File: config.mk
export PLATFORM = sky130hd
export DESIGN_NAME = ee_cmd_latch
export DESIGN_NICKNAME = d
export VERILOG_FILES = /design/src/ee_pkg.sv /design/src/ee_cmd_latch.sv
export VERILOG_INCLUDE_DIRS = /design/src
export SDC_FILE = /design/constraint.sdc
export NUM_CORES = 1
export LEC_CHECK = 0
export BUFFER_PORTS_ARGS = -buffer_cell sky130_fd_sc_hd__clkbuf_2
export CAP_MARGIN = 20
export CORE_MARGIN = 3
export CORE_UTILIZATION = 42
export DETAILED_ROUTE_END_ITERATION = 8
export GPL_TIMING_DRIVEN = 0
export PLACE_DENSITY_LB_ADDON = 0.25
export RECOVER_POWER = 100
export SETUP_SLACK_MARGIN = 0.05
export SYNTH_ARGS = -nofsm -noshare
export SYNTH_HDL_FRONTEND = slang
export SYNTH_SLANG_ARGS = --single-unit
File: constraint.sdc
create_clock -name CLK -period 1.8 [get_ports CLK]
set_input_delay 0.45 -clock CLK [delete_from_list [all_inputs] [get_ports CLK]]
set_output_delay 0.45 -clock CLK [all_outputs]
set_load 0.01 [all_outputs]
File: src/ee_cfg.svh
`ifndef EE_CFG_SVH
`define EE_CFG_SVH

// clk cycles per quarter of an scl bit, 4 quarters per bit
`define EE_QUARTER 2

// fixed upper nibble of the control byte on 24c16 parts
`define EE_DEV_CODE 4'b1010

// 2k bytes, top 3 bits pick the block
`define EE_ADDR_W 11

`endif

File: src/ee_pkg.sv
package ee_pkg;

    // command as captured from the host strobe
    typedef struct packed {
        logic       rw;         // 1 = read
        logic [2:0] block;
        logic [7:0] word_addr;
        logic [7:0] wdata;
    } ee_cmd_t;

    // first byte of a frame
    typedef struct packed {
        logic [3:0] dev_code;
        logic [2:0] block;
        logic       rw;
    } ee_ctrl_byte_t;

    // seq fills ctrl, bit engine shifts raw
    typedef union packed {
        ee_ctrl_byte_t ctrl;
        logic [7:0]    raw;
    } ee_byte_u;

    // start while the bus is held gives a repeated start
    typedef enum logic [1:0] {
        SYM_START,
        SYM_STOP,
        SYM_TX,
        SYM_RX
    } ee_sym_e;

    typedef struct packed {
        ee_sym_e  kind;
        ee_byte_u payload;
        logic     master_nack;  // no master ack after SYM_RX
    } ee_sym_t;

    typedef struct packed {
        logic       ack_seen;   // sda low in ninth bit of SYM_TX
        logic [7:0] rx_byte;
    } ee_bit_res_t;

endpackage

File: src/ee_cmd_latch.sv
`timescale 1ns/1ps
`include "ee_cfg.svh"

module ee_cmd_latch (
    input  logic                   CLK,
    input  logic                   RESET,
    input  logic                   wr,
    input  logic                   rd,
    input  logic [`EE_ADDR_W-1:0]  addr,
    input  logic [7:0]             wdata,
    input  logic                   cmd_take,
    output ee_pkg::ee_cmd_t        cmd,
    output logic                   cmd_valid,
    output logic                   busy
);

    ee_pkg::ee_cmd_t new_cmd;
    ee_pkg::ee_cmd_t pend_q;
    logic            pend_valid;
    logic            accept;

    always_comb
    begin
        new_cmd.rw        = ~wr;    // wr wins over rd
        new_cmd.block     = addr[`EE_ADDR_W-1 -: 3];
        new_cmd.word_addr = addr[7:0];
        new_cmd.wdata     = wdata;
    end

    // strobes while the slot is full are dropped
    assign accept = (wr | rd) & ~pend_valid;

    always_ff @(posedge CLK)
    begin
        if (RESET)
            pend_valid <= 1'b0;
        else if (accept)
            pend_valid <= 1'b1;
        else if (cmd_take)
            pend_valid <= 1'b0;
    end

    // cmd is the current command, stable for the whole frame
    always_ff @(posedge CLK)
    begin
        if (accept)
            pend_q <= new_cmd;
        if (cmd_take)
            cmd <= pend_q;
    end

    assign cmd_valid = pend_valid;
    assign busy      = pend_valid;

endmodule

* Word-level counts from Yosys, hierarchy flattened *
Index checks and enable logic that the tools add are counted.

word-level totals
  register bits = 41
  output and inout bits = 22
  word-level logic and storage cells = 16

cells by class
  multiplexer cells = 2
  bitwise logic cells = 4
  reductions and logical operators = 1

operators with widths
  cell                count
  1-bit 2-to-1 mux    2
  1-bit NOT           2
  2-bit nonzero test  1
  1-bit AND           1
  1-bit bitwise OR    1

* Logic depth before layout (Yosys ltp) *
  depth after elaboration = 3
  gate-level depth with buffers = 2
  mapped depth without buffers = 2

* Worst setup path before layout *
No wires, ideal clock.

  path kind = input to register
  start point = input wr
  end point = register pend_q[0] in the netlist's numbering (enable)
  library setup time = 397 ps
  arrival time = 1346 ps
  setup slack = 57 ps
  stages on the path = 2
  path through = nor2_1 nor2_1

on the way
  cells in the longest elaborated chain, start to end = 2

ends and longest elaborated chain
  element               RTL line            source
  from (decl)           ee_cmd_latch.sv:7   input logic wr,
  1-bit bitwise OR      ee_cmd_latch.sv:31  assign accept = (wr | rd) & ~pend_valid;
  1-bit AND             ee_cmd_latch.sv:31
  named net accept      ee_cmd_latch.sv:20  logic accept;
  to (signal assigned)  ee_cmd_latch.sv:47  pend_q <= new_cmd;
  to (decl)             ee_cmd_latch.sv:18  ee_pkg::ee_cmd_t pend_q;

The timed path passes the listed nets, and every way through them passes these cells.
A chain may end at the register's enable or synchronous reset.

* Worst setup path after layout *
  start point = register pend_valid (netlist: busy)
  end point = register pend_q[16] in the netlist's numbering (enable)

on the way
  cells in the longest elaborated chain, start to end = 2

ends and longest elaborated chain
  element                 RTL line            source
  from (decl)             ee_cmd_latch.sv:19  logic pend_valid;
  from (signal assigned)  ee_cmd_latch.sv:36  pend_valid <= 1'b0;
  from (signal assigned)  ee_cmd_latch.sv:38  pend_valid <= 1'b1;
  from (signal assigned)  ee_cmd_latch.sv:40  pend_valid <= 1'b0;
  1-bit NOT               ee_cmd_latch.sv:31
  1-bit AND               ee_cmd_latch.sv:31
  named net accept        ee_cmd_latch.sv:20

The timed path passes the listed nets, and every way through them passes these cells.

==> impl_metrics.py <==
metrics = {
    "grt": {
        "grt_pass1_vias": 565,
        "grt_max_degree": 22,
        "grt_pass1_wl_um": 2570,
        "track_usage_pct": 10.7,
        "grt.overflow.total": 0,
        "antenna_found_initial": 0,
    },
    "critical_path": {
        "path_class": "reg -> reg",
        "crit_buf_inv": 0,
        "worst_setup_path_start_kind": "register",
        "r2r_end": "pend_q[16]$_DFFE_PP_",
        "cp_cell_sequence": "nor2_2",
        "crit_family": "simple AND/OR/NAND/NOR gates",
        "cp-end-kind": "register",
        "r2r-start": "busy$_SDFFE_PP0P_",
        "r2r_slack_ns": 0.29,
        "worstPathMaxFanout": 20,
        "required_ns": 1.75,
        "worstPathArrival_ns": 1.47,
        "r2r_cells": 1,
        "critPathSlowestCell": "nor2_2",
        "critical_path.max_stage_delay_ns": 0.76,
    },
    "yosys": {
        "syn_area_um2": 1260,
        "syn_area_per_cell_um2": 26.9,
        "synth_seq_area_share_pct": 96.7,
        "ys_top_cells_by_area": "edfxtp_1, dfxtp_1, a211oi_2",
        "ys_warn_count": 0,
        "syn_inst": 47,
        "synth.distinct_cells": 7,
        "yosysTopAreaCell": "edfxtp_1",
        "syn-num-nets": 71,
        "netlist.area_leader.share_pct": 95.1,
        "synth_seq_cells": 41,
    },
    "power": {
        "p_leak_nw": 0.560,
        "fin_total_pwr_w": 0.00164,
        "power_density_nw_per_um2": 1060,
        "ir_drop_mv": 0.624,
    },
    "layout": {
        "final_nets": 123,
        "stdcell_area_um2": 1550,
        "seq_area_um2": 1220,
        "syn2layout_area_growth_pct": 22.6,
        "multi_input_area_um2": 32.5,
        "fillers": 239,
        "drive_above_1_share_pct": 30.0,
        "antennaDiodeCount": 0,
        "final_cells": 131,
    },
    "floorplan": {
        "rows": 19,
        "die_width_um": 60.8,
        "dieArea_um2": 3700,
        "start_util_pct": 45.0,
        "design.core.area_um2": 2810,
        "die_y_um": 60.8,
        "ios": 46,
    },
    "clock_tree": {
        "cts_setup_buffers": 0,
        "clock_latency_ns": 0.32,
        "cts_resized": 0,
        "clkSinkCount": 41,
        "cts_max_level": 2,
        "cts_tree": "yes",
        "ctsHoldBuffers": 0,
        "cts_buffers": 5,
        "cts-root-buf": "clkbuf_4",
        "max-clock-path-buffers": 2,
        "clkTransAtPathRegs_ns": 0.10,
    },
    "status": {
        "outcome": "complete, no violations",
    },
    "run": {
        "cap_violations": 0,
    },
    "detailed_routing": {
        "antenna_left": 0,
        "wl_per_cell_um": 12.9,
        "viasPerCell": 4.50,
        "drtPass1Iterations": 2,
        "drc": 0,
        "initialDrtViolationCount": 8,
        "vias": 590,
        "wirelength_um": 1700,
    },
    "sta": {
        "tns_ns": 0,
        "slew_headroom_pct": 26.9,
        "timing.final.crit_share_pct": 84.0,
        "hold_viol": 0,
        "fin_worst_skew_ns": 0.00441,
        "setup_viol": 0,
        "fin_crit_ns": 1.51,
        "final_max_slew_viol_count": 0,
        "fmax_mhz": 661,
        "worstMarginPinSlew_ns": 1.10,
        "rsz0062_at_grt": "false",
    },
    "min_path": {
        "min_from": "RESET",
        "min_path_cells": 2,
        "whs_endpoint": "busy$_SDFFE_PP0P_",
        "min-delay-path-class": "in -> reg",
    },
    "placement": {
        "hpwl_um": 1170,
        "placed_cells": 123,
        "portBuffers": 45,
        "placed_area_um2": 1530,
        "place.gp.congestion": 0.638,
    },
}
[layout by cell type, fill, tap and decap left out]
cell type / n
clkbuf_1: 27
nor2_1: 1
clkbuf_2: 21
edfxtp_1: 40
inv_1: 1
nor2_2: 1
nor3_2: 1
dfxtp_1: 1
a211oi_2: 1
clkbuf_4: 6
[area by class of cell]
type / count / share of cell area [%]
inverters: 1 / 0.243
multi-input cells: 4 / 2.10
well taps: 31 / 2.51
flip-flops and latches: 41 / 78.9
repair buffers: 45 / 12.6
plain buffers: 1 / 0.485
clock buffers: 8 / 3.15
[metal layers]
layer	wire, um	up-vias	track usage (%)
li1	-	289	-
met1	636	261	11.7
met2	845	35	16.6
met3	187	5	4.68
met4	24	0	7.43
met5	0	-	0
[cells in the mapped netlist]
cell type and count:
buf_4 1, inv_1 1, nor3_2 1, a211oi_2 1, dfxtp_1 1, edfxtp_1 40
nor2_1 2
[how the worst max path moves through the flow]
stage | start | end | slack (ns) | cells after the start
global placement | wr | pend_q[4]$_DFFE_PP_ | -0.39 | 3
finish | busy$_SDFFE_PP0P_ | pend_q[16]$_DFFE_PP_ | 0.29 | 1
global route | busy$_SDFFE_PP0P_ | pend_q[12]$_DFFE_PP_ | 0.17 | 1
CTS | busy$_SDFFE_PP0P_ | pend_q[8]$_DFFE_PP_ | 0.27 | 1
detailed placement | wr | pend_q[8]$_DFFE_PP_ | 0.06 | 3
floorplan | wr | pend_q[0]$_DFFE_PP_ | 0.06 | 2
[power breakdown]
group	switching, W	leakage (nW)	internal, W
Clock	0.000244	0.0265	0.000156
Combinational	0.0000616	0.134	0.0000345
Sequential	0.0000180	0.400	0.00113
[kinds of logic after synthesis]
| kind of cell | Yosys count | synth area share (%) |
|---|---|---|
| buffers and inverters | 2 | 0.892 |
| DFF | 41 | 96.7 |
| AOI/OAI and AO/OA | 1 | 0.991 |
| and+or+nand+nor | 3 | 1.39 |
[through the flow]
| step | util [%] | hold slack [ns] | setup slack (ns) |
|---|---|---|---|
| floorplan | - | 0.400 | 0.0574 |
| global placement | 54.4 | 0.400 | -0.389 |
| detailed placement | 54.5 | 0.405 | 0.0624 |
| CTS | 56.2 | 0.256 | 0.267 |
| global route | 55.2 | 0.242 | 0.170 |
| finish | 55.2 | 0.277 | 0.288 |
[registers in the layout (all words and copies together) (netlist names)]
| register | cells |
|---|---|
| pend_q | 20 |
| cmd | 20 |
| busy | 1 |
Power figures use the tool's default switching activity.
