==> src/ee_cfg.svh <==
`ifndef EE_CFG_SVH
`define EE_CFG_SVH

// clk cycles per quarter of an scl bit, 4 quarters per bit
`define EE_QUARTER 2

// fixed upper nibble of the control byte on 24c16 parts
`define EE_DEV_CODE 4'b1010

// 2k bytes, top 3 bits pick the block
`define EE_ADDR_W 11

`endif

==> src/ee_pkg.sv <==
package ee_pkg;

    // command as captured from the host strobe
    typedef struct packed {
        logic       rw;         // 1 = read
        logic [2:0] block;
        logic [7:0] word_addr;
        logic [7:0] wdata;
    } ee_cmd_t;

    // first byte of a frame
    typedef struct packed {
        logic [3:0] dev_code;
        logic [2:0] block;
        logic       rw;
    } ee_ctrl_byte_t;

    // seq fills ctrl, bit engine shifts raw
    typedef union packed {
        ee_ctrl_byte_t ctrl;
        logic [7:0]    raw;
    } ee_byte_u;

    // start while the bus is held gives a repeated start
    typedef enum logic [1:0] {
        SYM_START,
        SYM_STOP,
        SYM_TX,
        SYM_RX
    } ee_sym_e;

    typedef struct packed {
        ee_sym_e  kind;
        ee_byte_u payload;
        logic     master_nack;  // no master ack after SYM_RX
    } ee_sym_t;

    typedef struct packed {
        logic       ack_seen;   // sda low in ninth bit of SYM_TX
        logic [7:0] rx_byte;
    } ee_bit_res_t;

endpackage

==> src/ee_bit_engine.sv <==
`timescale 1ns/1ps
`include "ee_cfg.svh"

module ee_bit_engine (
    input  logic                CLK,
    input  logic                RESET,
    input  ee_pkg::ee_sym_t     sym,
    input  logic                sym_go,
    input  logic                sda_in,
    output logic                sym_done,
    output ee_pkg::ee_bit_res_t res,
    output logic                scl,
    output logic                sda_oe
);

    localparam int CW = ($clog2(`EE_QUARTER) < 1) ? 1 : $clog2(`EE_QUARTER);

    ee_pkg::ee_sym_t sym_q;
    logic            active;
    logic [CW-1:0]   cnt;
    logic [1:0]      qtr;
    logic [3:0]      bitn;     // 0..7 data, 8 ack
    logic            last_cyc;
    logic            last_qtr;
    logic            byte_sym;
    logic [1:0]      nxt_qtr;
    logic [3:0]      nxt_bit;
    logic [1:0]      drv_go;
    logic [1:0]      drv_nxt;

    // returns {scl, pull sda low} for one quarter
    function automatic logic [1:0] drive(
        input ee_pkg::ee_sym_e kind,
        input logic [7:0]      raw,
        input logic            mnack,
        input logic [3:0]      b,
        input logic [1:0]      q
    );
        logic hi;
        logic low;
        hi = (q == 2'd1) || (q == 2'd2);
        case (kind)
            ee_pkg::SYM_START:
            begin
                low = q[1];         // sda falls in the middle of scl high
                return {hi, low};
            end
            ee_pkg::SYM_STOP:
            begin
                low = ~q[1];        // sda rises while scl stays high
                return {q != 2'd0, low};
            end
            ee_pkg::SYM_TX:
            begin
                low = (b == 4'd8) ? 1'b0 : ~raw[3'd7 - b[2:0]];
                return {hi, low};
            end
            default:
            begin
                low = (b == 4'd8) && !mnack;
                return {hi, low};
            end
        endcase
    endfunction

    assign byte_sym = (sym_q.kind == ee_pkg::SYM_TX) || (sym_q.kind == ee_pkg::SYM_RX);
    assign last_cyc = (cnt == CW'(`EE_QUARTER - 1));
    assign last_qtr = (qtr == 2'd3) && (!byte_sym || (bitn == 4'd8));
    assign sym_done = active && last_cyc && last_qtr;

    assign nxt_qtr = qtr + 2'd1;
    assign nxt_bit = (qtr == 2'd3) ? bitn + 4'd1 : bitn;

    assign drv_go  = drive(sym.kind, sym.payload.raw, sym.master_nack, 4'd0, 2'd0);
    assign drv_nxt = drive(sym_q.kind, sym_q.payload.raw, sym_q.master_nack, nxt_bit, nxt_qtr);

    always_ff @(posedge CLK)
    begin
        if (RESET)
        begin
            active <= 1'b0;
            cnt    <= '0;
            qtr    <= 2'd0;
            bitn   <= 4'd0;
            scl    <= 1'b1;
            sda_oe <= 1'b0;
        end
        else if (sym_go)
        begin
            active <= 1'b1;
            cnt    <= '0;
            qtr    <= 2'd0;
            bitn   <= 4'd0;
            scl    <= drv_go[1];
            sda_oe <= drv_go[0];
        end
        else if (active)
        begin
            if (last_cyc)
            begin
                cnt <= '0;
                if (last_qtr)
                    active <= 1'b0;     // lines hold until the next symbol
                else
                begin
                    qtr    <= nxt_qtr;
                    bitn   <= nxt_bit;
                    scl    <= drv_nxt[1];
                    sda_oe <= drv_nxt[0];
                end
            end
            else
                cnt <= cnt + CW'(1);
        end
    end

    always_ff @(posedge CLK)
    begin
        if (sym_go)
            sym_q <= sym;
        // sample at the end of the first high quarter
        if (active && byte_sym && last_cyc && (qtr == 2'd1))
        begin
            if (bitn == 4'd8)
                res.ack_seen <= ~sda_in;
            else
                res.rx_byte <= {res.rx_byte[6:0], sda_in};  // msb first
        end
    end

endmodule

==> config.mk <==
export PLATFORM = sky130hd
export DESIGN_NAME = ee_bit_engine
export DESIGN_NICKNAME = d
export VERILOG_FILES = /design/src/ee_pkg.sv /design/src/ee_bit_engine.sv
export VERILOG_INCLUDE_DIRS = /design/src
export SDC_FILE = /design/constraint.sdc
export NUM_CORES = 1
export LEC_CHECK = 0
export ABC_CLOCK_PERIOD_IN_PS = 4700
export BUFFER_PORTS_ARGS = -buffer_cell sky130_fd_sc_hd__buf_2
export CORE_MARGIN = 4
export CORE_UTILIZATION = 55
export CTS_CLUSTER_SIZE = 14
export DETAILED_ROUTE_END_ITERATION = 10
export PLACE_DENSITY = 0.82
export SYNTH_ARGS = -nofsm -noshare
export SYNTH_HDL_FRONTEND = slang
export SYNTH_SLANG_ARGS = --single-unit
==> constraint.sdc <==
create_clock -name CLK -period 4.7 [get_ports CLK]
set_input_delay 0.235 -clock CLK [delete_from_list [all_inputs] [get_ports CLK]]
set_output_delay 0.235 -clock CLK [all_outputs]
set_load 0.01 [all_outputs]
# == Word level (Yosys, flattened, before mapping) ==
# Cells that the tools add are included.
# totals
reg_bits,30
latchBits,0
mem_bits_rw,0
mem_bits_ro,0
in_bits,15
out_inout_bits,12
wordCells,74
memories,0
# op_classes
add_sub_neg,4
mul,0
div,0
order_cmp,1
n_eq_ne,12
shift,0
muxes,19
bitwise_logic,6
reduce_logical,21
# op_table
operator,count
1-bit 2-to-1 mux,15
"2-bit == test, second input constant",5
"2-bit by 1-bit == test with 1-bit output, second input constant",4
"4-bit == test, second input constant",2
1-bit logical AND,7
1-bit inverter,6
2-bit one-hot mux with 3 select lines,1
3-bit AND reduction,2
2-bit nonzero test,3
"4-bit by 1-bit adder with 4-bit output, second input constant",1
"3-bit by 4-bit less-than comparator with 1-bit output, second input constant",1
4-bit 2-to-1 mux,1
2-bit AND reduction,2
1-bit binary-select mux with 3-bit select,1
1-bit logical OR,3
"3-bit subtractor, first input constant",1
"2-bit by 1-bit adder with 2-bit output, second input constant",1
1-bit zero test,2
2-bit zero test,1
"2-bit inequality test, second input constant",1
1-bit one-hot mux with 2 select lines,1
2-bit OR reduction,1
"1-bit adder, second input constant",1

# == Longest topological paths before layout ==
# logic_depth
depth_word,12
depth_mapped,9
depth_no_buf,7

# == Worst setup path after synthesis ==
# No wires, ideal clock.
# synth_path
kind,flip-flop to flip-flop
startpoint,register bitn[0]
endpoint,register sda_oe
setup_ns,0.127
t_arrival_ns,1.918
t_required_ns,4.573
slack_ns,2.655
stages_incl_launch_ff,10
path_buffers,2
synth_period_minus_slack_ns,2.045
path_cell_list,dfxtp_1 > clkbuf_1 > inv_1 > ha_1 > clkbuf_1 > nor2_1 > o311a_1 > o32a_1 > nand4_1 > a21oi_1
# synth_between
elab_chain_len,12
word_cells_on_any_way,19
cone_classes,add/sub (2); eq/ne (3); mux (9); bitwise (1); reduce/logical (4)
# synth_rtl
item,line_no,rtl
"start, declared",ee_bit_engine.sv:22,logic [3:0] bitn;
"start signal, assigned",ee_bit_engine.sv:107,bitn <= nxt_bit;
4-bit by 1-bit adder with 4-bit output,ee_bit_engine.sv:72,assign nxt_bit = (qtr == 2'd3) ? bitn + 4'd1 : bitn;
4-bit 2-to-1 mux,ee_bit_engine.sv:72,
3-bit subtractor,ee_bit_engine.sv:55,low = (b == 4'd8) ? 1'b0 : ~raw[3'd7 - b[2:0]];
1-bit binary-select mux with 3-bit select,ee_bit_engine.sv:55,
1-bit 2-to-1 mux (not written as such),ee_bit_engine.sv:55,
1-bit inverter,ee_bit_engine.sv:55,
1-bit 2-to-1 mux,ee_bit_engine.sv:55,
2-bit one-hot mux with 3 select lines,ee_bit_engine.sv:42,case (kind)
1-bit 2-to-1 mux,ee_bit_engine.sv:102,if (last_qtr)
1-bit 2-to-1 mux,ee_bit_engine.sv:99,if (last_cyc)
1-bit 2-to-1 mux,ee_bit_engine.sv:97,else if (active)
1-bit 2-to-1 mux,ee_bit_engine.sv:88,else if (sym_go)
"end signal, assigned",ee_bit_engine.sv:95,sda_oe <= drv_go[0];
"end signal, assigned",ee_bit_engine.sv:109,sda_oe <= drv_nxt[0];
"end, declared",ee_bit_engine.sv:13,output logic sda_oe
# Parallel ways exist; a longest one is shown, timed or not. The select of a mux whose other input is x is not followed.
# A chain may end at the register's enable or synchronous reset.

# == Worst setup path after layout ==
# Same ends and word-level chain as after synthesis.

==> results.py <==
metrics = {
    "timing": {
        "timing.hold.ws_ps": 79.3,
        "tightest_slew_ps": 672,
        "fin_skew_ps": 14.5,
        "fin_tns_setup_ps": 0,
        "setup_viol": 0,
        "drv_slew": 0,
        "finalCritPeriodShare_pct": 45.8,
        "relSlewSlack_pct": 55.0,
        "finalCriticalPeriod_ps": 2150,
        "rsz0062_at_grt": "false",
        "hold_viol": 0,
        "fmax_mhz": 464,
    },
    "routing": {
        "first_pass_iters": 4,
        "drt_iter0_markers": 31,
        "post_drt_wl_per_cell_um": 14.6,
        "ant_nets": 0,
        "drc_errors": 0,
        "vias": 1129,
        "finalWirelength_um": 2870,
        "via_per_inst": 5.76,
    },
    "clocking": {
        "clk_latency_ps": 330,
        "cts_setup_buffers": 0,
        "clockBufferDepth": 2,
        "cts-htree-levels": 2,
        "root_buffer": "clkbuf_4",
        "cts_tree": "built",
        "cts_resized": 0,
        "clkSlewWorstSetupHoldPaths_ps": 100,
        "hold_buffers": 0,
        "clock_sinks": 30,
        "numCtsBuffers": 5,
    },
    "run_status": {
        "outcome": "completed",
    },
    "critical_path": {
        "worstSetupStartpointType": "register",
        "ff2ff_setup_slack_ps": 2550,
        "crit_arrival_ps": 2350,
        "crit_type": "register to register",
        "worstPathMaxFanout": 11,
        "worstPathRequired_ps": 4900,
        "cp-end-kind": "register",
    },
    "yosys": {
        "synth_area_mm2": 0.00152,
        "synth.most_common_cell": "edfxtp_1",
        "ys.flop_type": "edfxtp_1",
        "synthTopCellsByCount": "edfxtp_1 (20), nor2_1 (15), dfxtp_1 (10)",
        "synth-seq-cells": 30,
        "syn_nets": 162,
        "synth-edff-count": 20,
        "synth_area_per_cell_um2": 10.8,
        "yosysTopAreaCell": "edfxtp_1",
        "yosysTopAreaCellShare_pct": 39.5,
        "seq_area_frac_synth_pct": 52.7,
        "yosys_warnings": 0,
        "synthDistinctLibCells": 39,
        "syn-instance-count": 140,
        "yosys-top-cells-area": "edfxtp_1 (40%), dfxtp_1 (13%), ha_1 (5.8%), nor2_1 (3.7%), xor2_1 (2.9%)",
        "ys_async_sr_fraction_pct": 0,
    },
    "global_routing": {
        "grt_util_all_layers_pct": 18.4,
        "grt_max_degree": 18,
        "grt_pass1_vias": 1117,
        "antenna_found_initial": 0,
        "grt_overflow_total": 0,
        "grt_pass1_wl_um": 4860,
    },
    "final_layout": {
        "syn_to_final_growth_pct": 13.6,
        "multi_input_area_um2": 647,
        "fin_nets": 187,
        "regArea_um2": 801,
        "fillers": 210,
        "drive_gt1_share_pct": 24.1,
        "antennaDiodeCount": 0,
    },
    "worst_hold_path": {
        "hp-class": "input port to register",
    },
    "power": {
        "peakVddDrop_mv": 0.285,
        "power_density_mw_per_mm2": 300,
        "leakage_nw": 0.666,
        "power_mw": 0.518,
    },
    "die": {
        "ioPinCount": 27,
        "core_area_mm2": 0.00254,
        "dieArea_mm2": 0.00367,
        "die_h_um": 60.6,
        "core.rowCount": 18,
        "die_w_um": 60.6,
        "initial_utilization_pct": 59.7,
    },
    "flow_run": {
        "max_cap_violations": 0,
    },
    "placement": {
        "io_buffers": 26,
        "hpwlAfterDp_um": 2140,
        "gp_congestion": 0.860,
    },
}
[sequential cells by signal, summed over array words and instances, names as in the netlist]
name	count
scl	1
cnt	1
res	9
active	1
bitn	4
qtr	2
sda_oe	1
sym_q	11
[stage by stage]
| stage | setup WS, ps | instances | utilization, % | instance area, um2 |
|---|---|---|---|---|
| floorplan | 2660 | 140 | - | 1520 |
| global placement | 2680 | 188 | 64.7 | 1650 |
| detailed placement | 2630 | 188 | 64.7 | 1650 |
| CTS | 2580 | 196 | 67.8 | 1730 |
| global route | 2400 | 196 | 67.8 | 1730 |
| finish | 2550 | 196 | 67.8 | 1730 |
[power by group]
group          leakage (nW)  total (mW)  switching (mW)  internal, mW
combinational         0.352      0.0282          0.0140        0.0142
sequential            0.270       0.298         0.00724         0.291
clock                0.0437       0.191          0.0857         0.106
total                 0.666       0.518           0.107         0.411
[worst paths after layout]
check,from,end,cells after the start
setup reg to reg,bitn[0]$_SDFFE_PP0P_,sda_oe$_SDFFE_PP0P_,7
setup / recovery,bitn[0]$_SDFFE_PP0P_,sda_oe$_SDFFE_PP0P_,7
hold reg to reg,res[2]$_DFFE_PP_,res[3]$_DFFE_PP_,0
hold / removal,sym[1],sym_q[1]$_DFFE_PP_,1
[kinds of logic after synthesis]
| group | synth area share [%] |
|---|---|
| mux | 3.54 |
| fa+ha+maj | 5.77 |
| simple gates | 16.9 |
| xor+xnor | 4.61 |
| compound gates | 11.8 |
| flops | 52.7 |
| buf+inv | 4.70 |
[placed cells by master (no fill, tap or decap), drive strengths merged, types with 4 or more instances in the layout]
cell and n:
edfxtp 20, dfxtp 10, nor4 4, nand4 4, inv 8, nor2b 5
buf 26, clkbuf 8, o21ai 4, a21oi 6, nor2 15, ha 7
xor2 5, nand2 8, nand2b 4
[per-layer routing]
metal / global-route usage (%) / share of wire [%]
met5: 0 / 0
met2: 29.0 / 49
met1: 22.9 / 42
met4: 8.67 / 3.0
met3: 6.17 / 6.3
[cell type report]
type | count | share of cell area, %
clock buffer | 8 | 4.64
inverter | 8 | 1.74
multi-input combinational | 94 | 37.5
sequential | 30 | 46.4
tap | 30 | 2.18
timing repair buffer | 26 | 7.54
[critical path: stages, from the launching register on]
cell	delay, ps
dfxtp_1	610
inv_1	100
ha_1	460
nor2_1	90
o311a_1	300
o32a_1	320
nand4_1	80
a21oi_1	70
(Power assumes the default switching activity.)
