### config.mk
export PLATFORM = sky130hd
export DESIGN_NAME = ee_frame_seq
export DESIGN_NICKNAME = d
export VERILOG_FILES = /design/src/ee_pkg.sv /design/src/ee_frame_seq.sv
export VERILOG_INCLUDE_DIRS = /design/src
export SDC_FILE = /design/constraint.sdc
export NUM_CORES = 1
export LEC_CHECK = 0
export ABC_CLOCK_PERIOD_IN_PS = 4150
export BUFFER_PORTS_ARGS = -buffer_cell sky130_fd_sc_hd__buf_2
export CAP_MARGIN = 20
export CORE_ASPECT_RATIO = 0.5
export CORE_MARGIN = 4
export CORE_UTILIZATION = 39
export DETAILED_ROUTE_END_ITERATION = 7
export GPL_ROUTABILITY_DRIVEN = 0
export HOLD_SLACK_MARGIN = 0.15
export PLACE_DENSITY = 0.75
export SLEW_MARGIN = 20
export SYNTH_ARGS = -nofsm -noshare
export SYNTH_HDL_FRONTEND = slang
export SYNTH_SLANG_ARGS = --single-unit
### constraint.sdc
create_clock -name CLK -period 4.15 [get_ports CLK]
set_input_delay 0.83 -clock CLK [delete_from_list [all_inputs] [get_ports CLK]]
set_output_delay 0.83 -clock CLK [all_outputs]
set_load 0.02 [all_outputs]
### src/ee_cfg.svh
`ifndef EE_CFG_SVH
`define EE_CFG_SVH

// clk cycles per quarter of an scl bit, 4 quarters per bit
`define EE_QUARTER 2

// fixed upper nibble of the control byte on 24c16 parts
`define EE_DEV_CODE 4'b1010

// 2k bytes, top 3 bits pick the block
`define EE_ADDR_W 11

`endif

### src/ee_pkg.sv
package ee_pkg;

    // command as captured from the host strobe
    typedef struct packed {
        logic       rw;         // 1 = read
        logic [2:0] block;
        logic [7:0] word_addr;
        logic [7:0] wdata;
    } ee_cmd_t;

    // first byte of a frame
    typedef struct packed {
        logic [3:0] dev_code;
        logic [2:0] block;
        logic       rw;
    } ee_ctrl_byte_t;

    // seq fills ctrl, bit engine shifts raw
    typedef union packed {
        ee_ctrl_byte_t ctrl;
        logic [7:0]    raw;
    } ee_byte_u;

    // start while the bus is held gives a repeated start
    typedef enum logic [1:0] {
        SYM_START,
        SYM_STOP,
        SYM_TX,
        SYM_RX
    } ee_sym_e;

    typedef struct packed {
        ee_sym_e  kind;
        ee_byte_u payload;
        logic     master_nack;  // no master ack after SYM_RX
    } ee_sym_t;

    typedef struct packed {
        logic       ack_seen;   // sda low in ninth bit of SYM_TX
        logic [7:0] rx_byte;
    } ee_bit_res_t;

endpackage

### src/ee_frame_seq.sv
`timescale 1ns/1ps
`include "ee_cfg.svh"

module ee_frame_seq (
    input  logic                CLK,
    input  logic                RESET,
    input  ee_pkg::ee_cmd_t     cmd,
    input  logic                cmd_valid,
    input  logic                sym_done,
    input  ee_pkg::ee_bit_res_t res,
    output logic                cmd_take,
    output ee_pkg::ee_sym_t     sym,
    output logic                sym_go,
    output logic                ack,
    output logic [7:0]          rdata,
    output logic                nack_err
);

    // one-hot states named for the symbol in flight
    localparam logic [8:0] ST_IDLE   = 9'b0_0000_0001;
    localparam logic [8:0] ST_START  = 9'b0_0000_0010;
    localparam logic [8:0] ST_CTRL_W = 9'b0_0000_0100;
    localparam logic [8:0] ST_ADDR   = 9'b0_0000_1000;
    localparam logic [8:0] ST_DATA   = 9'b0_0001_0000;
    localparam logic [8:0] ST_RSTART = 9'b0_0010_0000;
    localparam logic [8:0] ST_CTRL_R = 9'b0_0100_0000;
    localparam logic [8:0] ST_RECV   = 9'b0_1000_0000;
    localparam logic [8:0] ST_STOP   = 9'b1_0000_0000;

    logic [8:0]       state_q;
    logic [8:0]       state_d;
    ee_pkg::ee_sym_t  sym_d;
    ee_pkg::ee_byte_u ctrl_u;
    logic             go_d;
    logic             tx_nack;
    logic             stop_done;
    logic             err_q;

    function automatic ee_pkg::ee_sym_t mk_sym(
        input ee_pkg::ee_sym_e  kind,
        input ee_pkg::ee_byte_u payload,
        input logic             mnack
    );
        ee_pkg::ee_sym_t s;
        s.kind        = kind;
        s.payload     = payload;
        s.master_nack = mnack;
        return s;
    endfunction

    always_comb
    begin
        ctrl_u.ctrl.dev_code = `EE_DEV_CODE;
        ctrl_u.ctrl.block    = cmd.block;
        ctrl_u.ctrl.rw       = (state_q == ST_RSTART);  // read only after the repeated start
    end

    assign tx_nack   = sym_done && (sym.kind == ee_pkg::SYM_TX) && !res.ack_seen;
    assign stop_done = sym_done && (state_q == ST_STOP);

    always_comb
    begin
        state_d  = state_q;
        sym_d    = sym;
        go_d     = 1'b0;
        cmd_take = 1'b0;
        if (state_q == ST_IDLE)
        begin
            if (cmd_valid)
            begin
                cmd_take = 1'b1;
                state_d  = ST_START;
                sym_d    = mk_sym(ee_pkg::SYM_START, '0, 1'b0);
                go_d     = 1'b1;
            end
        end
        else if (sym_done)
        begin
            go_d = 1'b1;
            if (tx_nack)
            begin
                // slave gave no ack so the frame closes now
                state_d = ST_STOP;
                sym_d   = mk_sym(ee_pkg::SYM_STOP, '0, 1'b0);
            end
            else
            begin
                case (state_q)
                    ST_START:
                    begin
                        state_d = ST_CTRL_W;
                        sym_d   = mk_sym(ee_pkg::SYM_TX, ctrl_u, 1'b0);
                    end
                    ST_CTRL_W:
                    begin
                        state_d = ST_ADDR;
                        sym_d   = mk_sym(ee_pkg::SYM_TX, ee_pkg::ee_byte_u'(cmd.word_addr), 1'b0);
                    end
                    ST_ADDR:
                    begin
                        if (cmd.rw)
                        begin
                            state_d = ST_RSTART;
                            sym_d   = mk_sym(ee_pkg::SYM_START, '0, 1'b0);
                        end
                        else
                        begin
                            state_d = ST_DATA;
                            sym_d   = mk_sym(ee_pkg::SYM_TX, ee_pkg::ee_byte_u'(cmd.wdata), 1'b0);
                        end
                    end
                    ST_RSTART:
                    begin
                        state_d = ST_CTRL_R;
                        sym_d   = mk_sym(ee_pkg::SYM_TX, ctrl_u, 1'b0);
                    end
                    ST_CTRL_R:
                    begin
                        state_d = ST_RECV;
                        sym_d   = mk_sym(ee_pkg::SYM_RX, '0, 1'b1);  // single byte with master nack
                    end
                    ST_DATA, ST_RECV:
                    begin
                        state_d = ST_STOP;
                        sym_d   = mk_sym(ee_pkg::SYM_STOP, '0, 1'b0);
                    end
                    default:
                    begin
                        state_d = ST_IDLE;  // stop finished
                        go_d    = 1'b0;
                    end
                endcase
            end
        end
    end

    always_ff @(posedge CLK)
    begin
        if (RESET)
        begin
            state_q  <= ST_IDLE;
            sym_go   <= 1'b0;
            ack      <= 1'b0;
            nack_err <= 1'b0;
            err_q    <= 1'b0;
        end
        else
        begin
            state_q <= state_d;
            sym_go  <= go_d;
            ack     <= stop_done;
            if (cmd_take)
                err_q <= 1'b0;
            else if (tx_nack)
                err_q <= 1'b1;
            if (stop_done)
                nack_err <= err_q;
        end
    end

    always_ff @(posedge CLK)
    begin
        sym <= sym_d;
        if (stop_done && cmd.rw && !err_q)
            rdata <= res.rx_byte;  // failed reads keep the old byte
    end

endmodule

After elaboration in Yosys (flattened, before gate mapping):

Cells that the tools add are included.

* equality and inequality tests: 11
* multiplexer cells: 18
* reduce and logical (&&, ||, !) cells: 14

Operator list (count)
* case mux 11 bit (6 select lines): 1
* 2-to-1 mux 11 bit: 5
* case mux 9 bit (6 select lines): 1
* 2-to-1 mux 9 bit: 4
* equality test 9 x 1 -> 1 bit (second input constant): 1
* equality test 9 x 2 -> 1 bit (second input constant): 1
* equality test 9 x 3 -> 1 bit (second input constant): 1
* equality test 9 x 4 -> 1 bit (second input constant): 1
* equality test 9 x 5 -> 1 bit (second input constant): 1
* equality test 9 x 6 -> 1 bit (second input constant): 1
* equality test 9 x 7 -> 1 bit (second input constant): 1
* equality test 9 x 8 -> 1 bit (second input constant): 1
* equality test 9 bit (second input constant): 1
* nonzero test 8 bit: 1
* OR reduction 7 bit: 1
* 2-to-1 mux 1 bit: 6
* 2-to-1 mux 6 bit: 1
* logical AND 1 bit: 5
* OR reduction 2 bit: 2
* AND reduction 3 bit: 1
* equality test 2 bit (second input constant): 1
* logical NOT 1 bit: 2
* inequality test 2 bit (second input constant): 1
* AND reduction 2 bit: 1
* nonzero test 2 bit: 1

* bits in registers: 32
* output and inout bits: 23
* word-level logic and storage cells: 52

Logic depth before layout (Yosys ltp):

Gate-level depths: netlist of the first run.

* depth after elaboration: 6
* mapped depth: 6
* mapped depth without buffers: 4

Least setup slack after synthesis of the first run:

No wires, ideal clock.

* path type: input -> register
* start: input sym_done
* end: register sym[0] in the netlist's numbering (enable)
* library setup time: 383 ps
* arrival time: 1960 ps
* required time: 3767 ps
* slack: 1808 ps
* stages: 4
* buffers on the path: 0
* cells stage by stage: clkinv_1 a31oi_1 nor2_1 a21oi_1

* word-level cells in the longest chain between the ends: 4

Ends and longest elaborated chain
* start, declared: RTL line ee_frame_seq.sv:9 `input logic sym_done,`
* logical AND 1 bit (2 in a row): RTL line ee_frame_seq.sv:58 `assign tx_nack = sym_done && (sym.kind == ee_pkg::SYM_TX) && !res.ack_seen;`
* nonzero test 8 bit (no line)
* AND reduction 3 bit (no line) *
* end signal, assigned: RTL line ee_frame_seq.sv:163 `sym <= sym_d;`
* end, declared: RTL line ee_frame_seq.sv:12 `output ee_pkg::ee_sym_t sym,`

Every way passes the cells marked *; elsewhere a longest branch is shown, timed or not.
A chain may end at the register's enable or synchronous reset.

Worst setup path after layout of the first run:

* start: register state_q[2]
* end: output cmd_take

* word-level cells in the longest chain between the ends: 2

Ends and longest elaborated chain
* start, declared: RTL line ee_frame_seq.sv:30 `logic [8:0] state_q;`
* start signal, assigned: RTL line ee_frame_seq.sv:149 `state_q <= state_d;`
* equality test 9 x 1 -> 1 bit: RTL line ee_frame_seq.sv:67 `if (state_q == ST_IDLE)`
* 2-to-1 mux 1 bit: RTL line ee_frame_seq.sv:67
* end, declared: RTL line ee_frame_seq.sv:11 `output logic cmd_take,`

Every way passes these cells.

==> results of run 1 <==
## stage by stage
stage / worst slack, ns / hold slack, ns / power (µW) / utilization, % / area, µm²
2_1_floorplan: 1.81 / 0.480 / 573 / - / 1580
3_3_place_gp: 1.42 / 0.473 / 641 / 47.5 / 1850
3_5_place_dp: 1.38 / 0.488 / 645 / 47.5 / 1850
4_1_cts: 1.57 / 0.504 / 934 / 50.2 / 1960
5_1_grt: 1.37 / 0.584 / 974 / 50.4 / 1970
6_report: 1.55 / 0.495 / 928 / 50.4 / 1970
## critical path, cell delays in order, from the launching register on
cell     delay, ns
dfxtp_1       0.43
nor4_4        0.47
and4_1        0.38
buf_2         0.21
## registers in the layout (all words and copies together), names as in the netlist
name / count
nack_err: 1
sym_go: 1
state_q: 9
sym: 11
ack: 1
err_q: 1
rdata: 8
## per-layer routing
metal / vias to the layer above / share of wire [%] / track usage [%]
li1: 668 / - / -
met1: 647 / 43 / 18.4
met2: 46 / 49 / 24.2
met3: 15 / 5.5 / 3.42
met4: 0 / 2.5 / 6.67
met5: - / 0 / 0
## layout by cell type (no fill, tap or decap), drive strengths merged, types with 3 or more instances in the layout
cell type / netlist / final
a21oi: 11 / 11
nor2: 19 / 19
inv: 4 / 4
nor3: 7 / 7
edfxtp: 19 / 19
clkbuf: 2 / 6
and4: 3 / 3
xor2: 3 / 3
o21ai: 3 / 3
nand3: 3 / 3
a211oi: 3 / 3
o211ai: 3 / 3
nand4: 4 / 4
nand2: 8 / 8
buf: 6 / 55
a22oi: 10 / 10
dfxtp: 13 / 13
## power groups by stage
stage | Sequential, µW | Clock, µW | Combinational (µW)
after floorplan | 460 | 0 | 113
after global placement | 419 | 0 | 222
after detailed placement | 419 | 0 | 226
after CTS | 412 | 294 | 228
after global routing | 417 | 308 | 249
final | 412 | 288 | 228
## cell families (layout without fill, tap and decap cells)
family / Yosys count / count (layout)
AND/OR/NAND/NOR: 57 / 57
multiplexers: 1 / 1
buffers and inverters: 13 / 68
AO/OA/AOI/OAI: 40 / 40
XOR/XNOR: 4 / 4
flip-flops: 32 / 32
## layout make-up
| type | count | area [µm²] | area share (%) |
|---|---|---|---|
| sequential | 32 | 831 | 42.3 |
| inverter | 5 | 18.8 | 0.955 |
| tap | 54 | 67.6 | 3.44 |
| clock buffer | 6 | 72.6 | 3.69 |
| timing repair buffer | 55 | 275 | 14.0 |
| clock inverter | 2 | 35.0 | 1.78 |
| multi-input combinational | 102 | 666 | 33.9 |
## worst paths after layout
check                  end  slack [ns]  cells after the start
hold / removal    nack_err        0.49                      2
setup / recovery  cmd_take        1.55                      3
hold reg to reg   nack_err        0.49                      2
setup reg to reg    sym[5]        1.65                      4
==> impl_metrics.env, run 1 <==
export IMPL_layout_drive_gt1_share_pct=36.6
export IMPL_setup_violations=0
export IMPL_setup_tns_ns=0
export IMPL_r2r_start="state_q[2]"
export IMPL_die_y_um=53.0
export IMPL_switching_power_uw=281
export IMPL_synth_top_area_share_pct=36.0
export IMPL_critical_path_class="flop to output port"
export IMPL_netlist_area_um2=1580
export IMPL_synth_top_cell_by_area="edfxtp_1"
export IMPL_syn_nets=180
export IMPL_power_density_nw_per_um2=472
export IMPL_synth_mux_area_share_pct=0.632
export IMPL_cts_setup_buffers=0
export IMPL_worst_setup_path_start_kind="flop"
export IMPL_yosys_warnings=0
export IMPL_synth_area_top_cells="edfxtp_1 36%, dfxtp_1 16%, a22oi_1 4.7%"
export IMPL_synthSimpleGateAreaFrac_pct=21.3
export IMPL_synth_compound_area_share_pct=17.5
export IMPL_pwr_share_seq_pct=44.4
export IMPL_grt_pass1_wl_um=5970
export IMPL_p_int_uw=647
export IMPL_die_w_um=98.1
export IMPL_cts_resized=0
export IMPL_first_iter_violations=111
export IMPL_skew_ns=0.00612
export IMPL_boundaryPins=56
export IMPL_synthTopCellsByCount="19 x edfxtp_1, 18 x nor2_1, 13 x dfxtp_1"
export IMPL_num_rows=16
export IMPL_design_core_area_um2=3900
export IMPL_finalMaxSlewViolations=0
export IMPL_slew_headroom_pct=37.1
export IMPL_status="completed"
export IMPL_ys_seq_area_share_pct=52.5
export IMPL_async_flop_share_pct=0
export IMPL_cts_root_buffer="clkbuf_8"
export IMPL_cts_buffers=5
export IMPL_synth_most_common_cell="edfxtp_1"
export IMPL_endpoint_kind="output port"
export IMPL_avgSynthCellArea_um2=10.8
export IMPL_grt_max_degree=15
export IMPL_fin_nets=234
export IMPL_antenna_found_initial=0
export IMPL_cellLeakagePower_uw=0.000769
export IMPL_combPwrFrac_pct=24.5
export IMPL_synth_flop_cell="edfxtp_1"
export IMPL_instances_no_fill=256
export IMPL_dp_hpwl_um=2880
export IMPL_start_util_pct=40.5
export IMPL_dp_cells=248
export IMPL_path_clk_slew_ns=0.07
export IMPL_maxCapViolCount=0
export IMPL_via_per_inst=5.38
export IMPL_cts_sinks=32
export IMPL_fp_dieArea_um2=5200
export IMPL_p_clk_share_pct=31.0
export IMPL_critical_path_required_ns=3.32
export IMPL_remaining_drc_errors=0
export IMPL_fillers=356
export IMPL_ys_seq_elements=32
export IMPL_irDropWorstVdd_mv=0.159
export IMPL_worst_ep_arrival_time_ns=1.77
export IMPL_rsz0062_at_grt="false"
export IMPL_crit_start="state_q[2]"
export IMPL_synth_edf_count=19
export IMPL_wl_per_cell_um=14.7
export IMPL_io_buffers=55
export IMPL_synth_top_family_by_area="simple AND/OR/NAND/NOR gates"
export IMPL_overflow=0
export IMPL_cts_tree="yes"
export IMPL_synth_xor_area_share_pct=2.21
export IMPL_vias=1376
export IMPL_min_from="nack_err"
export IMPL_tightest_slew_ns=0.944
export IMPL_crit_path_max_fanout=11
export IMPL_fmax_mhz=385
export IMPL_syn_to_final_growth_pct=24.2
export IMPL_ant_nets=0
export IMPL_drtPass1Iterations=4
export IMPL_synthAdderAreaFrac_pct=0
export IMPL_period_share_pct=62.7
export IMPL_n_antenna_cell=0
export IMPL_finalHoldViolCount=0
export IMPL_grtUsageTotal_pct=14.6
export IMPL_switching_share_pct=30.3
export IMPL_clk_latency_ns=0.28
export IMPL_synth_cell_types=47
export IMPL_hold_class="flop to flop"
export IMPL_grt_pass1_vias=1251
export IMPL_postCtsHoldBufs=0
export IMPL_min_period_ns=2.60
export IMPL_synthCells=147
export IMPL_routed_wl_um=3760
export IMPL_clockBufferDepth=2
export IMPL_htree_levels=2
Power figures use the tool's default switching activity.
==> run 2, diff against run 1 <==
- ABC_CLOCK_PERIOD_IN_PS: 4150 -> 2300
- PLACE_DENSITY: 0.75 -> 0.78
- clock period: 4.15 -> 2.3 ns (I/O delays scaled with it)
==> run 2 against run 1 <==
Against the previous run: first-iteration DRC count is 11% higher; via count shrank 2.2%; worst setup slack lost 1.4 ns; cell area up 0.89%.
==> impl_metrics.env, run 2 (synthesis gave the netlist of run 1 again) <==
export IMPL_status="completed"
export IMPL_topRoutingLayerUsed="met4"
export IMPL_clk_latency_ns=0.28
export IMPL_grtUsageTotal_pct=14.2
export IMPL_final_cell_mix="55 x buf_2, 19 x edfxtp_1, 18 x nor2_1"
export IMPL_min_to="rdata[6]"
export IMPL_reg2regPathDepth=5
export IMPL_crit_start="state_q[2]"
export IMPL_die_w_um=98.1
export IMPL_boundaryPins=56
export IMPL_cts_buffers=5
export IMPL_tightest_slew_ns=0.447
export IMPL_endpoint_kind="output port"
export IMPL_largest_register_ffs=11
export IMPL_path_clk_slew_ns=0.06
export IMPL_first_iter_violations=123
export IMPL_finalHoldViolCount=0
export IMPL_n_antenna_cell=0
export IMPL_vias=1346
export IMPL_die_y_um=53.0
export IMPL_critical_path_class="flop to output port"
export IMPL_cts_setup_buffers=0
export IMPL_rr_endpoint="sym[0]"
export IMPL_fmax_mhz=463
export IMPL_cts_sinks=32
export IMPL_worst_setup_path_start_kind="flop"
export IMPL_io_buffers=55
export IMPL_layout_drive_gt1_share_pct=37.1
export IMPL_postCtsHoldBufs=0
export IMPL_power_density_nw_per_um2=844
export IMPL_fin_nets=237
export IMPL_worst_ep_arrival_time_ns=1.70
export IMPL_grt_max_degree=15
export IMPL_wl_met1_um=1580
export IMPL_grt_pass1_wl_um=5760
export IMPL_maxCapViolCount=0
export IMPL_min_from="res[6]"
export IMPL_slew_headroom_pct=70.0
export IMPL_layout_cells_most_common="buf_2"
export IMPL_htree_levels=2
export IMPL_cts_tree="yes"
export IMPL_r2r_setup_slack_ns=0.34
export IMPL_routed_wl_met3_um=247
export IMPL_finalMaxSlewViolations=0
export IMPL_wl_per_cell_um=14.1
export IMPL_critical_path_required_ns=1.84
export IMPL_min_period_ns=2.16
export IMPL_num_rows=16
export IMPL_start_util_pct=40.5
export IMPL_dr_wl_met2_um=1770
export IMPL_period_share_pct=94.0
export IMPL_setup_violations=0
export IMPL_design_core_area_um2=3900
export IMPL_final_seq_area_um2=831
export IMPL_multiInputGateArea_um2=661
export IMPL_fillers=351
export IMPL_remaining_drc_errors=0
export IMPL_routed_wl_um=3650
export IMPL_top_register="sym"
export IMPL_drtPass1Iterations=4
export IMPL_place_area_um2=1880
export IMPL_grt_pass1_vias=1219
export IMPL_cellLeakagePower_uw=0.000783
export IMPL_setup_tns_ns=0
export IMPL_clockBufferDepth=2
export IMPL_r2r_start="state_q[2]"
export IMPL_dp_hpwl_um=2790
export IMPL_skew_ns=0.00279
export IMPL_via_per_inst=5.20
export IMPL_holdPathStages=1
export IMPL_top_regs="sym (11), state_q (9), rdata (8)"
export IMPL_ant_nets=0
export IMPL_cts_resized=0
export IMPL_cts_root_buffer="clkbuf_8"
export IMPL_syn_to_final_growth_pct=25.3
export IMPL_rsz0062_at_grt="false"
export IMPL_overflow=0
export IMPL_power_total_uw=1670
export IMPL_irDropWorstVdd_mv=0.293
export IMPL_antenna_found_initial=0
export IMPL_hold_class="input pin to flop"
export IMPL_crit_path_max_fanout=11
export IMPL_final_area_um2=1980
export IMPL_fp_dieArea_um2=5200
==> run 2: cell count changes in the layout (fill, tap and decap cells not counted), sizes merged <==
| cell | delta |
|---|---|
| buf | +3 |
==> run 2: how the worst max path moves through the flow <==
stage | to | slack (ns) | cells after the start
3_3_place_gp | sym[6] | 0.39 | 5
3_5_place_dp | sym[6] | 0.37 | 5
2_1_floorplan | sym[0] | 0.07 | 6
5_1_grt | cmd_take | 0.02 | 3
4_1_cts | cmd_take | 0.14 | 3
6_report | cmd_take | 0.14 | 3
==> run 2: per-stage QoR <==
step,instances,setup WS (ns),hold slack (ns),util [%]
finish,259,0.138,0.351,50.8
global route,259,0.0240,0.335,50.8
CTS,259,0.142,0.344,50.8
detailed placement,251,0.370,0.484,48.0
global placement,251,0.392,0.472,48.0
floorplan,147,0.0671,0.480,-
==> run 2: worst max-delay path: stages, from the launching register on <==
cell	delay, ns
dfxtp_1	0.42
nor4_4	0.43
and4_1	0.36
buf_2	0.20
==> run 2: cell type report <==
| cell class | count | share of cell area (%) |
|---|---|---|
| Sequential cell | 32 | 41.9 |
| Multi-Input combinational cell | 102 | 33.3 |
| Timing Repair Buffer | 58 | 15.0 |
| Clock buffer | 6 | 3.66 |
| Tap cell | 54 | 3.41 |
| Clock inverter | 2 | 1.77 |
| Inverter | 5 | 0.946 |
==> run 2: metal layers <==
metal | track usage [%] | vias up
li1 | - | 671
met1 | 18.3 | 622
met2 | 23.9 | 47
met3 | 3.95 | 6
met4 | 3.68 | 0
met5 | 0 | -
==> run 2: power breakdown <==
part,internal [µW],switching [µW],total [µW],leakage [µW]
Sequential,705,38.3,743,0.000284
Clock,321,194,515,0.0000552
Combinational,149,266,416,0.000444
Total,1180,499,1670,0.000783
